**src/rtl/audio_mixer_settings.svh**
```systemverilog
// Fixed at build time. AM_DAC_DIV must be 2 or more, and the addresses are APB byte offsets
`ifndef AUDIO_MIXER_SETTINGS_SVH
`define AUDIO_MIXER_SETTINGS_SVH

// MCLK cycles per DAC sample, same ratio as the FM clock enable
`define AM_DAC_DIV 7

// PSG gain: attenuate by 1/32, then lift into the FM range
`define AM_PSG_SHIFT 4
`define AM_PSG_ATTEN_SHIFT 5

// Register map
`define AM_ADDR_CTRL 0
`define AM_ADDR_STATUS 4

// CTRL after reset: bit 0 fm_en, bit 1 psg_en
`define AM_CTRL_RESET 3

`endif

```
**src/rtl/audio_pkg.sv**
```systemverilog
// Sample widths follow the FM and PSG cores; the accumulator holds 22.25x FM plus PSG
`default_nettype none

package audio_pkg;

	// ------------------------------------------------------------------------
	// Audio samples
	// ------------------------------------------------------------------------

	// Stereo FM output, one word per channel
	typedef logic signed [15:0] fm_sample_t;

	// Mono PSG output
	typedef logic signed [10:0] psg_sample_t;

	// Full-scale FM times 22.25 plus scaled PSG still fits
	typedef logic signed [21:0] mix_acc_t;

	// Word handed to the DAC
	typedef logic signed [15:0] dac_word_t;

	// ------------------------------------------------------------------------
	// APB
	// ------------------------------------------------------------------------

	typedef logic [3:0] apb_addr_t;
	typedef logic [31:0] apb_data_t;

endpackage

`default_nettype wire

```
**src/rtl/audio_gain_mix.sv**
```systemverilog
// Valid strobes have no back-pressure, so a newer sample overwrites a captured one not yet mixed
`include "audio_mixer_settings.svh"
`timescale 1ns/1ps
`default_nettype none

module audio_gain_mix
	import audio_pkg::*;
(
	input  logic        MCLK,
	input  logic        reset,

	input  logic        fm_valid,
	input  fm_sample_t  fm_left,
	input  fm_sample_t  fm_right,
	input  logic        psg_valid,
	input  psg_sample_t psg_sample,

	input  logic        fm_en,
	input  logic        psg_en,

	output dac_word_t   mix_left,
	output dac_word_t   mix_right,
	output logic        clip_l,
	output logic        clip_r
);

	localparam logic [1:0] EN_INIT = 2'(`AM_CTRL_RESET);
	localparam mix_acc_t ACC_MAX = mix_acc_t'(32767);
	localparam mix_acc_t ACC_MIN = mix_acc_t'(-32768);

	fm_sample_t  fm_l_cap;
	fm_sample_t  fm_r_cap;
	psg_sample_t psg_cap;
	logic        new_item;
	logic        fm_en_q;
	logic        psg_en_q;
	logic        mix_go;
	mix_acc_t    psg_ext;
	mix_acc_t    psg_part;
	mix_acc_t    fm_part_l;
	mix_acc_t    fm_part_r;
	mix_acc_t    sum_l;
	mix_acc_t    sum_r;

	// FM times 22.25 as 16x + 4x + 2x + x/4
	function automatic mix_acc_t fm_gain(input fm_sample_t s);
		mix_acc_t x;
		x = mix_acc_t'(s);
		return (x <<< 4) + (x <<< 2) + (x <<< 1) + (x >>> 2);
	endfunction

	function automatic logic over_range(input mix_acc_t v);
		return (v > ACC_MAX) || (v < ACC_MIN);
	endfunction

	function automatic dac_word_t saturate(input mix_acc_t v);
		if (v > ACC_MAX) begin
			return dac_word_t'(16'h7FFF);
		end else if (v < ACC_MIN) begin
			return dac_word_t'(16'h8000);
		end
		return dac_word_t'(v[15:0]);
	endfunction

	// ------------------------------------------------------------------------
	// Capture
	// ------------------------------------------------------------------------

	always_ff @(posedge MCLK) begin
		if (reset) begin
			fm_l_cap <= '0;
			fm_r_cap <= '0;
			psg_cap  <= '0;
			new_item <= 1'b0;
			fm_en_q  <= EN_INIT[0];
			psg_en_q <= EN_INIT[1];
		end else begin
			if (fm_valid) begin
				fm_l_cap <= fm_left;
				fm_r_cap <= fm_right;
			end
			if (psg_valid) begin
				psg_cap <= psg_sample;
			end
			new_item <= fm_valid | psg_valid;
			fm_en_q  <= fm_en;
			psg_en_q <= psg_en;
		end
	end

	// ------------------------------------------------------------------------
	// Gain and mix
	// ------------------------------------------------------------------------

	// Remix on a fresh capture or on any enable change
	assign mix_go = new_item | (fm_en != fm_en_q) | (psg_en != psg_en_q);

	// PSG is shared by both channels
	assign psg_ext  = mix_acc_t'(psg_cap);
	assign psg_part = psg_en ?
		((psg_ext - (psg_ext >>> `AM_PSG_ATTEN_SHIFT)) <<< `AM_PSG_SHIFT) : mix_acc_t'(0);

	assign fm_part_l = fm_en ? fm_gain(fm_l_cap) : mix_acc_t'(0);
	assign fm_part_r = fm_en ? fm_gain(fm_r_cap) : mix_acc_t'(0);
	assign sum_l     = fm_part_l + psg_part;
	assign sum_r     = fm_part_r + psg_part;

	always_ff @(posedge MCLK) begin
		if (reset) begin
			mix_left  <= '0;
			mix_right <= '0;
			clip_l    <= 1'b0;
			clip_r    <= 1'b0;
		end else begin
			// Clip pulses only with a fresh result
			clip_l <= mix_go & over_range(sum_l);
			clip_r <= mix_go & over_range(sum_r);
			if (mix_go) begin
				mix_left  <= saturate(sum_l);
				mix_right <= saturate(sum_r);
			end
		end
	end

endmodule

`default_nettype wire

```
**src/rtl/audio_mixer_top.sv**
```systemverilog
// Samples arrive as strobed inputs from external FM and PSG cores; no filtering on the DAC path
`timescale 1ns/1ps
`default_nettype none

module audio_mixer_top
	import audio_pkg::*;
(
	input  logic        MCLK,
	input  logic        reset,

	input  logic        psel,
	input  logic        penable,
	input  logic        pwrite,
	input  apb_addr_t   paddr,
	input  apb_data_t   pwdata,
	output apb_data_t   prdata,
	output logic        pready,
	output logic        pslverr,

	input  logic        fm_valid,
	input  fm_sample_t  fm_left,
	input  fm_sample_t  fm_right,
	input  logic        psg_valid,
	input  psg_sample_t psg_sample,

	output dac_word_t   dac_left,
	output dac_word_t   dac_right,
	output logic        dac_strobe
);

	logic      fm_en;
	logic      psg_en;
	logic      clip_l;
	logic      clip_r;
	dac_word_t mix_left;
	dac_word_t mix_right;

	// Control and clip status
	mixer_apb_regs u_regs (
		.MCLK    (MCLK),
		.reset   (reset),
		.psel    (psel),
		.penable (penable),
		.pwrite  (pwrite),
		.paddr   (paddr),
		.pwdata  (pwdata),
		.prdata  (prdata),
		.pready  (pready),
		.pslverr (pslverr),
		.clip_l  (clip_l),
		.clip_r  (clip_r),
		.fm_en   (fm_en),
		.psg_en  (psg_en)
	);

	audio_gain_mix u_mix (
		.MCLK       (MCLK),
		.reset      (reset),
		.fm_valid   (fm_valid),
		.fm_left    (fm_left),
		.fm_right   (fm_right),
		.psg_valid  (psg_valid),
		.psg_sample (psg_sample),
		.fm_en      (fm_en),
		.psg_en     (psg_en),
		.mix_left   (mix_left),
		.mix_right  (mix_right),
		.clip_l     (clip_l),
		.clip_r     (clip_r)
	);

	dac_output_stage u_dac (
		.MCLK       (MCLK),
		.reset      (reset),
		.mix_left   (mix_left),
		.mix_right  (mix_right),
		.dac_left   (dac_left),
		.dac_right  (dac_right),
		.dac_strobe (dac_strobe)
	);

endmodule

`default_nettype wire

```
**src/rtl/dac_output_stage.sv**
```systemverilog
// Free-running strobe every AM_DAC_DIV MCLK cycles; the DAC cannot stall, mix words in between are lost
`include "audio_mixer_settings.svh"
`timescale 1ns/1ps
`default_nettype none

module dac_output_stage
	import audio_pkg::*;
(
	input  logic      MCLK,
	input  logic      reset,

	input  dac_word_t mix_left,
	input  dac_word_t mix_right,

	output dac_word_t dac_left,
	output dac_word_t dac_right,
	output logic      dac_strobe
);

	localparam int CNT_W = $clog2(`AM_DAC_DIV);
	localparam logic [CNT_W-1:0] CNT_LAST = CNT_W'(`AM_DAC_DIV - 1);

	logic [CNT_W-1:0] div_cnt;

	// ------------------------------------------------------------------------
	// Rate divider
	// ------------------------------------------------------------------------

	always_ff @(posedge MCLK) begin
		if (reset) begin
			div_cnt    <= '0;
			dac_strobe <= 1'b0;
		end else begin
			dac_strobe <= (div_cnt == CNT_LAST);
			if (div_cnt == CNT_LAST) begin
				div_cnt <= '0;
			end else begin
				div_cnt <= div_cnt + 1'b1;
			end
		end
	end

	// Output words, held between strobes
	always_ff @(posedge MCLK) begin
		if (reset) begin
			dac_left  <= '0;
			dac_right <= '0;
		end else if (dac_strobe) begin
			dac_left  <= mix_left;
			dac_right <= mix_right;
		end
	end

endmodule

`default_nettype wire

```
**src/rtl/mixer_apb_regs.sv**
```systemverilog
// APB3 slave with no wait states; unmapped addresses give pslverr, read zero, ignore writes
`include "audio_mixer_settings.svh"
`timescale 1ns/1ps
`default_nettype none

module mixer_apb_regs
	import audio_pkg::*;
(
	input  logic      MCLK,
	input  logic      reset,

	input  logic      psel,
	input  logic      penable,
	input  logic      pwrite,
	input  apb_addr_t paddr,
	input  apb_data_t pwdata,
	output apb_data_t prdata,
	output logic      pready,
	output logic      pslverr,

	input  logic      clip_l,
	input  logic      clip_r,
	output logic      fm_en,
	output logic      psg_en
);

	localparam logic [1:0] CTRL_INIT = 2'(`AM_CTRL_RESET);

	logic access;
	logic sel_ctrl;
	logic sel_status;
	logic wr_ctrl;
	logic wr_status;
	logic clip_l_flag;
	logic clip_r_flag;

	// ------------------------------------------------------------------------
	// Decode
	// ------------------------------------------------------------------------

	assign access     = psel & penable;
	assign sel_ctrl   = (paddr == apb_addr_t'(`AM_ADDR_CTRL));
	assign sel_status = (paddr == apb_addr_t'(`AM_ADDR_STATUS));
	assign wr_ctrl    = access & pwrite & sel_ctrl;
	assign wr_status  = access & pwrite & sel_status;

	// Transfers always finish in the access cycle
	assign pready  = 1'b1;
	assign pslverr = access & ~(sel_ctrl | sel_status);

	always_comb begin
		prdata = '0;
		if (sel_ctrl) begin
			prdata[1:0] = {psg_en, fm_en};
		end else if (sel_status) begin
			prdata[1:0] = {clip_r_flag, clip_l_flag};
		end
	end

	// ------------------------------------------------------------------------
	// Registers
	// ------------------------------------------------------------------------

	always_ff @(posedge MCLK) begin
		if (reset) begin
			fm_en  <= CTRL_INIT[0];
			psg_en <= CTRL_INIT[1];
		end else if (wr_ctrl) begin
			fm_en  <= pwdata[0];
			psg_en <= pwdata[1];
		end
	end

	// Sticky, write 1 to clear; a new clip in the same cycle keeps the flag set
	always_ff @(posedge MCLK) begin
		if (reset) begin
			clip_l_flag <= 1'b0;
			clip_r_flag <= 1'b0;
		end else begin
			clip_l_flag <= clip_l | (clip_l_flag & ~(wr_status & pwdata[0]));
			clip_r_flag <= clip_r | (clip_r_flag & ~(wr_status & pwdata[1]));
		end
	end

endmodule

`default_nettype wire

```
**config.mk**
```make
export PLATFORM = sky130hd
export DESIGN_NAME = audio_mixer_top
export DESIGN_NICKNAME = d
export VERILOG_FILES = /design/src/rtl/audio_pkg.sv /design/src/rtl/audio_gain_mix.sv /design/src/rtl/audio_mixer_top.sv /design/src/rtl/dac_output_stage.sv /design/src/rtl/mixer_apb_regs.sv
export VERILOG_INCLUDE_DIRS = /design/src /design/src/rtl
export SDC_FILE = /design/constraint.sdc
export NUM_CORES = 1
export LEC_CHECK = 0
export BUFFER_PORTS_ARGS = -buffer_cell sky130_fd_sc_hd__buf_2
export CORE_MARGIN = 8
export CORE_UTILIZATION = 63
export DETAILED_ROUTE_END_ITERATION = 16
export MAX_ROUTING_LAYER = met4
export PLACE_DENSITY = 0.87
export SYNTH_ARGS = -nofsm -noshare
export SYNTH_HDL_FRONTEND = slang
export SYNTH_SLANG_ARGS = --single-unit
```
**constraint.sdc**
```tcl
create_clock -name MCLK -period 8.7 [get_ports MCLK]
set_input_delay 1.74 -clock MCLK [delete_from_list [all_inputs] [get_ports MCLK]]
set_output_delay 1.74 -clock MCLK [all_outputs]
set_load 0.005 [all_outputs]
```
==> summary.txt, run 1 <==
Yosys Warn Count: 0
cell count after synthesis: 1178
Period minus WS final: 6.77 ns
xor-xnor portion of the synthesized cell area: 5.27%
worst skew pair latency: 0.42 ns
first element of the critical path: u_mix.fm_r_cap[0]
starting density of the core: 63.7%
clock network fraction of design power: 26.3%
async set or reset register ratio after synthesis: 0%
worst relative slew slack: 24.9%
setup TNS: 0 ns
fillcell total: 1187
Seq pwr share: 23.0%
worst hold path startpoint: u_dac.div_cnt[2]
total vias in the final route: 8515
basic-gate share of the synthesized area counting and, or, nand and nor cells: 15.0%
area enclosed by the die boundary: 0.0202 sq mm
final hold vios: 0
max-slew violation count: 0
vertical extent of the die: 142 um
number of diodes: 0
routed via count divided by cell count: 5.77
slew at the pin closest to its max-slew limit: 1.12 ns
Crit-path slowest cell: sky130_fd_sc_hd__nor2_1
Total Routed Length: 23800 um
Endpoint, Worst Hold: u_dac.dac_strobe
Max Clock Freq: 0.148 GHz
worst endpoint required time: 9.03 ns
Final ANT Viol Nets: 0
global-route wire length before repair: 39800 um
H-tree Lvls: 4
sequential area share after synthesis: 24.0%
post-route clock period utilization: 77.8%
Longest Clk Path Bufs: 2
count of cell types in the netlist: 68
TritonCTS Buffers: 17
count of flip-flops with a built-in enable after synthesis: 0
RSZ-0062 raised after global routing: no
sinks on the clock net: 120
status: completed
kind of start point of the critical path: flop
number of global-route vias before repair: 8583
post-cts hold buffer count: 0
Logic pwr share: 50.7%
clock tree from TritonCTS: built
final core utilization: 70.6%
post-CTS resize count: 0
worst ir drop on vdd: 0.157 mV
HP Class: reg2reg
max-cap violation count: 0
r2r startpoint: u_mix.fm_r_cap[0]
LEAKAGE: 5.30 nW
antenna violations before repair: 0
Sw Ratio: 41.8%
total of endpoints with negative setup slack in the final report: 0
fraction of final layout cells with drive strength greater than 1: 11.7%
hold depth: 2
main flop type after synthesis: sky130_fd_sc_hd__dfxtp_1
average cell area after synthesis: 8.49 sq um
worst clock skew: 0.00765 ns
port buffer count: 91
flop and latch count out of synthesis: 120
longest individual stage delay on the worst path: 0.71 ns
CP delay by family, top: compound AO/OA/AOI/OAI gates
combined area of all synthesized cells: 0.0100 sq mm
net switching power of the design: 0.00119 W
Area growth syn-to-layout: 10.8%
crit path cell chain: inv_1, fa_1, inv_1, fa_1, ha_1, a21o_1, a21o_1, a21oi_1, o21ai_0, a21oi_1, nor2b_1, o21ai_0, a21oi_1, ha_1, a21oi_1, nand2_1, o21ai_0, o21ai_0, a221oi_1, xnor2_1, nand4_1, nor2_1, o21ai_0, a311oi_2
number of primary I/O pins: 153
Avg WL per Cell: 16.1 um
compound-cell area share of the yosys netlist: 16.1%
endpoint arrival time on the critical path: 7.10 ns
floorplan die width: 142 um
Clock transition at path regs: 0.06 ns
WS Path Type: reg2reg
buffers plus inverters on the worst setup path: 2
DRC violations left: 0
postcts setup bufs: 0
post-place instance area: 0.0105 sq mm
pin count of the biggest net entering global routing: 66
post-synthesis adder-cell area fraction: 22.9%
post-detailed-placement half-perimeter wirelength: 17400 um
Power Internal: 0.00165 W
GR Util All Layers: 24.7%
number of nets at the end of the flow: 1482
capturing point of the worst reg2reg path: u_mix.mix_right[7]
post-route design area: 0.0111 sq mm
number of DRC violations after detailed-routing iteration 0: 647
largest driver fanout on the critical path: 15
dominant combinational cell family by area after synthesis: adder cells
multiplexer fraction of the synthesized cell area: 7.90%
GR Overflow Total: 0
Power Density: 256 mW/mm^2
Detailed Routing Iterations Pass 1: 5
R2R depth: 24
routability cong.: 0.928
placeable core area: 0.0157 sq mm
setup slack of the worst register-to-register path: 1.93 ns
number of rows in the core area: 46
Worst setup EP type: flop
hold_ws: 0.451 ns
Most common cell on crit path: sky130_fd_sc_hd__o21ai_0
root buffer selected by CTS: sky130_fd_sc_hd__clkbuf_16
## power by group through the flow
stage | combinational, W | sequential, W | clock (W)
2_1_floorplan | 0.00113 | 0.000645 | 0
3_3_place_gp | 0.00133 | 0.000658 | 0
3_5_place_dp | 0.00138 | 0.000662 | 0
4_1_cts | 0.00141 | 0.000652 | 0.000750
5_1_grt | 0.00160 | 0.000658 | 0.000775
6_report | 0.00144 | 0.000653 | 0.000746
## worst max-delay path by stage
stage                                    end  slack (ns)  cells after the start
after floorplan            u_mix.mix_left[3]        3.02                     27
after global placement    u_mix.mix_right[7]        2.31                     24
after detailed placement  u_mix.mix_right[7]        2.18                     24
after CTS                 u_mix.mix_right[7]        2.05                     24
after global routing      u_mix.mix_right[7]        1.34                     24
final                     u_mix.mix_right[7]        1.93                     24
## cell type report
cell class              count  area (sq um)  area share [%]
repair buffers             94           480            4.33
multi-input cells         888          6840            61.7
clock inverters            13           169            1.52
clock buffers              19           453            4.09
well taps                 216           270            2.44
flip-flops and latches    120          2400            21.7
inverters                 126           473            4.27
## metal layers
layer	global-route usage, %	routed length, um
met1	28.6	9980
met2	40.8	11600
met3	4.83	1570
met4	11.5	691
met5	-	0
## cell usage after synthesis, types with 12 or more instances
cell | n | area, sq um
sky130_fd_sc_hd__a21o_1 | 29 | 218
sky130_fd_sc_hd__nand2_1 | 42 | 158
sky130_fd_sc_hd__ha_1 | 92 | 1150
sky130_fd_sc_hd__nor3_1 | 22 | 110
sky130_fd_sc_hd__xnor2_1 | 36 | 315
sky130_fd_sc_hd__xor2_1 | 21 | 184
sky130_fd_sc_hd__inv_1 | 125 | 469
sky130_fd_sc_hd__nor2_1 | 191 | 717
sky130_fd_sc_hd__buf_4 | 33 | 248
sky130_fd_sc_hd__a211oi_1 | 16 | 120
sky130_fd_sc_hd__o21ai_0 | 38 | 190
sky130_fd_sc_hd__nand3_1 | 21 | 105
sky130_fd_sc_hd__fa_1 | 57 | 1140
sky130_fd_sc_hd__mux2i_1 | 79 | 791
sky130_fd_sc_hd__clkbuf_1 | 33 | 124
sky130_fd_sc_hd__a21oi_1 | 53 | 265
sky130_fd_sc_hd__dfxtp_1 | 120 | 2400
sky130_fd_sc_hd__nor2b_1 | 12 | 75.1
## placed cells by master (no fill, tap or decap), drive strengths merged, types with 5 or more instances in the layout
| cell | Yosys | final |
|---|---|---|
| fa | 57 | 57 |
| a211oi | 17 | 17 |
| nand4 | 5 | 5 |
| o21bai | 10 | 10 |
| and3 | 8 | 8 |
| mux2i | 79 | 79 |
| a21oi | 54 | 54 |
| buf | 40 | 94 |
| conb | 2 | 31 |
| nor2b | 12 | 12 |
| xor2 | 21 | 21 |
| a311oi | 15 | 15 |
| inv | 126 | 128 |
| clkbuf | 33 | 19 |
| clkinv | 0 | 7 |
| nor4 | 6 | 6 |
| nand3 | 21 | 21 |
| o21ai | 44 | 44 |
| nor2 | 191 | 191 |
| nor3 | 22 | 22 |
| nand2b | 10 | 10 |
| or2 | 5 | 5 |
| a31oi | 10 | 10 |
| xnor2 | 37 | 37 |
| and2 | 7 | 7 |
| o21a | 6 | 6 |
| dfxtp | 120 | 120 |
| o211ai | 10 | 10 |
| a21o | 29 | 29 |
| nand2 | 43 | 43 |
| ha | 92 | 92 |
## cell families (layout without fill, tap and decap cells)
kind of cell	after synthesis	count (layout)
mux	79	79
compound gates	232	232
xor+xnor	58	58
other cells	2	31
fa+ha+maj	149	149
flops	120	120
simple gates	339	339
buf+inv	199	252
## per-stage QoR
step | setup slack (ns) | std cells | total power [W]
final | 1.93 | 1476 | 0.00284
after global routing | 1.34 | 1476 | 0.00303
after CTS | 2.05 | 1476 | 0.00281
after detailed placement | 2.18 | 1444 | 0.00204
after global placement | 2.31 | 1444 | 0.00199
after floorplan | 3.02 | 1207 | 0.00178
## tightest hold or removal path: stages (launching register included)
cell	delay, ns
sky130_fd_sc_hd__dfxtp_1	0.31
sky130_fd_sc_hd__nand2_1	0.07
sky130_fd_sc_hd__nor2_1	0.04
## sequential cells by signal, indices dropped and copies added, names as in the netlist, 3 cells and up
signal	count
u_dac.dac_left	16
u_mix.fm_r_cap	16
u_mix.mix_right	16
u_mix.fm_l_cap	16
u_dac.div_cnt	3
u_dac.dac_right	16
u_mix.mix_left	16
u_mix.psg_cap	11
Power figures use the tool's default switching activity.
==> inputs of run 2 (changes only) <==
Settings changed: CORE_UTILIZATION 63 to 59, PLACE_DENSITY 0.87 to 0.82.
Clock period 8.7 ns to 7 ns, I/O delays scaled along.
==> run 2 against run 1 <==
Sequential share of layout area about the same; worst setup slack worse by 1.4 ns; non-clock buffer count up 2; register-to-register slack worse by 1.4 ns; combinational power up 22%; fmax up 4.5%; critical path depth unchanged; core utilization down 3.7 points; wire length down 5.6%; clock skew up 0.0029 ns; via count down 2.1%; highest routed layer unchanged.
==> summary.txt, run 2 (synthesized netlist as in run 1, its figures left out) <==
Final ANT Viol Nets: 0 (unchanged)
worst ir drop on vdd: 0.198 mV (was 0.157 mV)
Avg WL per Cell: 15.2 um (was 16.1 um)
TritonCTS Buffers: 17 (unchanged)
RSZ-0062 raised after global routing: no (unchanged)
total of endpoints with negative setup slack in the final report: 0 (unchanged)
most frequent standard cell in the layout excluding fill and tap cells: sky130_fd_sc_hd__nor2_1 (unchanged)
floorplan die width: 146 um (was 142 um)
r2r startpoint: u_mix.fm_r_cap[0] (unchanged)
clock tree from TritonCTS: built (unchanged)
hold_ws: 0.462 ns (was 0.451 ns)
number of DRC violations after detailed-routing iteration 0: 548 (was 647)
Clock transition at path regs: 0.06 ns (about the same)
kind of start point of the critical path: flop (unchanged)
combined area of the multi-input logic cells: 0.00684 sq mm (unchanged)
total vias in the final route: 8339 (was 8515)
slew at the pin closest to its max-slew limit: 1.09 ns (was 1.12 ns)
GR Util All Layers: 22.0% (was 24.7%)
endpoint arrival time on the critical path: 6.79 ns (was 7.10 ns)
Crit-path slowest cell: sky130_fd_sc_hd__fa_1 (was sky130_fd_sc_hd__nor2_1)
postcts setup bufs: 0 (unchanged)
largest driver fanout on the critical path: 19 (was 15)
longest individual stage delay on the worst path: 0.54 ns (was 0.71 ns)
post-place instance area: 0.0105 sq mm (about the same)
number of primary I/O pins: 153 (unchanged)
fillcell total: 1315 (was 1187)
number of diodes: 0 (unchanged)
worst skew pair latency: 0.42 ns (about the same)
max-slew violation count: 0 (unchanged)
number of global-route vias before repair: 8133 (was 8583)
number of rows in the core area: 47 (was 46)
starting density of the core: 60.3% (was 63.7%)
crit path cell chain: inv_1, fa_1, inv_1, fa_1, ha_1, a21o_1, a21o_1, a21oi_1, o21ai_0, a21oi_1, nor2b_1, o21ai_0, a21oi_1, ha_1, inv_1, o31ai_1, o21ai_0, or3_1, a21oi_1, o22ai_1, xnor2_1, xnor2_4, nand2_2, a311oi_1 (was inv_1, fa_1, inv_1, fa_1, ha_1, a21o_1, a21o_1, a21oi_1, o21ai_0, a21oi_1, nor2b_1, o21ai_0, a21oi_1, ha_1, a21oi_1, nand2_1, o21ai_0, o21ai_0, a221oi_1, xnor2_1, nand4_1, nor2_1, o21ai_0, a311oi_2)
root buffer selected by CTS: sky130_fd_sc_hd__clkbuf_16 (unchanged)
setup TNS: 0 ns (unchanged)
Period minus WS final: 6.48 ns (was 6.77 ns)
Stages on worst setup path: 24 (unchanged)
post-route clock period utilization: 92.5% (was 77.8%)
hold depth: 1 (was 2)
placeable core area: 0.0166 sq mm (was 0.0157 sq mm)
LEAKAGE: 5.30 nW (about the same)
status: completed (unchanged)
GR Overflow Total: 0 (unchanged)
fraction of final layout cells with drive strength greater than 1: 11.8% (was 11.7%)
Most common cell on crit path: sky130_fd_sc_hd__a21oi_1 (was sky130_fd_sc_hd__o21ai_0)
pin count of the biggest net entering global routing: 85 (was 66)
H-tree Lvls: 4 (unchanged)
worst endpoint required time: 7.32 ns (was 9.03 ns)
Max Clock Freq: 0.154 GHz (was 0.148 GHz)
vertical extent of the die: 146 um (was 142 um)
post-route design area: 0.0111 sq mm (about the same)
post-CTS resize count: 0 (unchanged)
Total Routed Length: 22500 um (was 23800 um)
buffers plus inverters on the worst setup path: 3 (was 2)
area enclosed by the die boundary: 0.0214 sq mm (was 0.0202 sq mm)
post-detailed-placement half-perimeter wirelength: 17400 um (about the same)
final hold vios: 0 (unchanged)
number of nets at the end of the flow: 1484 (was 1482)
Detailed Routing Iterations Pass 1: 5 (unchanged)
first element of the critical path: u_mix.fm_r_cap[0] (unchanged)
CP delay by family, top: compound AO/OA/AOI/OAI gates (unchanged)
worst relative slew slack: 27.2% (was 24.9%)
WS Path Type: reg2reg (unchanged)
R2R depth: 24 (unchanged)
routed via count divided by cell count: 5.63 (was 5.77)
final core utilization: 66.9% (was 70.6%)
DRC violations left: 0 (unchanged)
worst hold path startpoint: u_dac.div_cnt[0] (was u_dac.div_cnt[2])
global-route wire length before repair: 38300 um (was 39800 um)
post-cts hold buffer count: 0 (unchanged)
port buffer count: 91 (unchanged)
HP Class: reg2reg (unchanged)
Longest Clk Path Bufs: 2 (unchanged)
Area growth syn-to-layout: 10.9% (was 10.8%)
antenna violations before repair: 0 (unchanged)
total area of sequential cells: 0.00240 sq mm (unchanged)
routability cong.: 0.915 (was 0.928)
max-cap violation count: 0 (unchanged)
sinks on the clock net: 120 (unchanged)
commonest non-fill, non-tap cells in the layout: sky130_fd_sc_hd__nor2_1 (191), sky130_fd_sc_hd__inv_1 (125), sky130_fd_sc_hd__dfxtp_1 (119) (unchanged)
Power Density: 315 mW/mm^2 (was 256 mW/mm^2)
Worst setup EP type: flop (unchanged)
worst clock skew: 0.0106 ns (was 0.00765 ns)
## run 2: worst paths after layout
check | endpoint | slack (ns)
worst min-delay path | u_dac.div_cnt[0] | 0.46
worst min register to register | u_dac.div_cnt[0] | 0.46
worst max register to register | u_mix.mix_right[11] | 0.52
worst max-delay path | u_mix.mix_right[11] | 0.52
## run 2: per-stage QoR
| stage | std cells | setup slack [ns] | total power (W) |
|---|---|---|---|
| 2_1_floorplan | 1207 | 1.32 | 0.00221 |
| 3_5_place_dp | 1450 | 0.630 | 0.00253 |
| 3_3_place_gp | 1450 | 0.800 | 0.00248 |
| 5_1_grt | 1482 | 0.0155 | 0.00374 |
| 4_1_cts | 1482 | 0.580 | 0.00346 |
| 6_report | 1482 | 0.522 | 0.00349 |
## run 2: per-layer routing
metal | wire length [um] | vias up | global-route usage (%)
met1 | 10200 | 3958 | 26.7
met4 | 526 | 0 | 8.04
met5 | 0 | - | -
met2 | 10600 | 243 | 35.7
li1 | - | 4101 | -
met3 | 1210 | 37 | 4.36
## run 2: power by group
group	switching, W	total (W)	internal [W]
combinational	0.00105	0.00176	0.000716
clock	0.000348	0.000919	0.000571
sequential	0.0000514	0.000809	0.000758
## run 2: cell type report
type | count | share of cell area, %
clock buffer | 18 | 3.96
clock inverter | 14 | 1.54
inverter | 126 | 4.26
multi-input combinational | 888 | 61.6
sequential | 120 | 21.7
tap | 220 | 2.48
timing repair buffer | 96 | 4.47
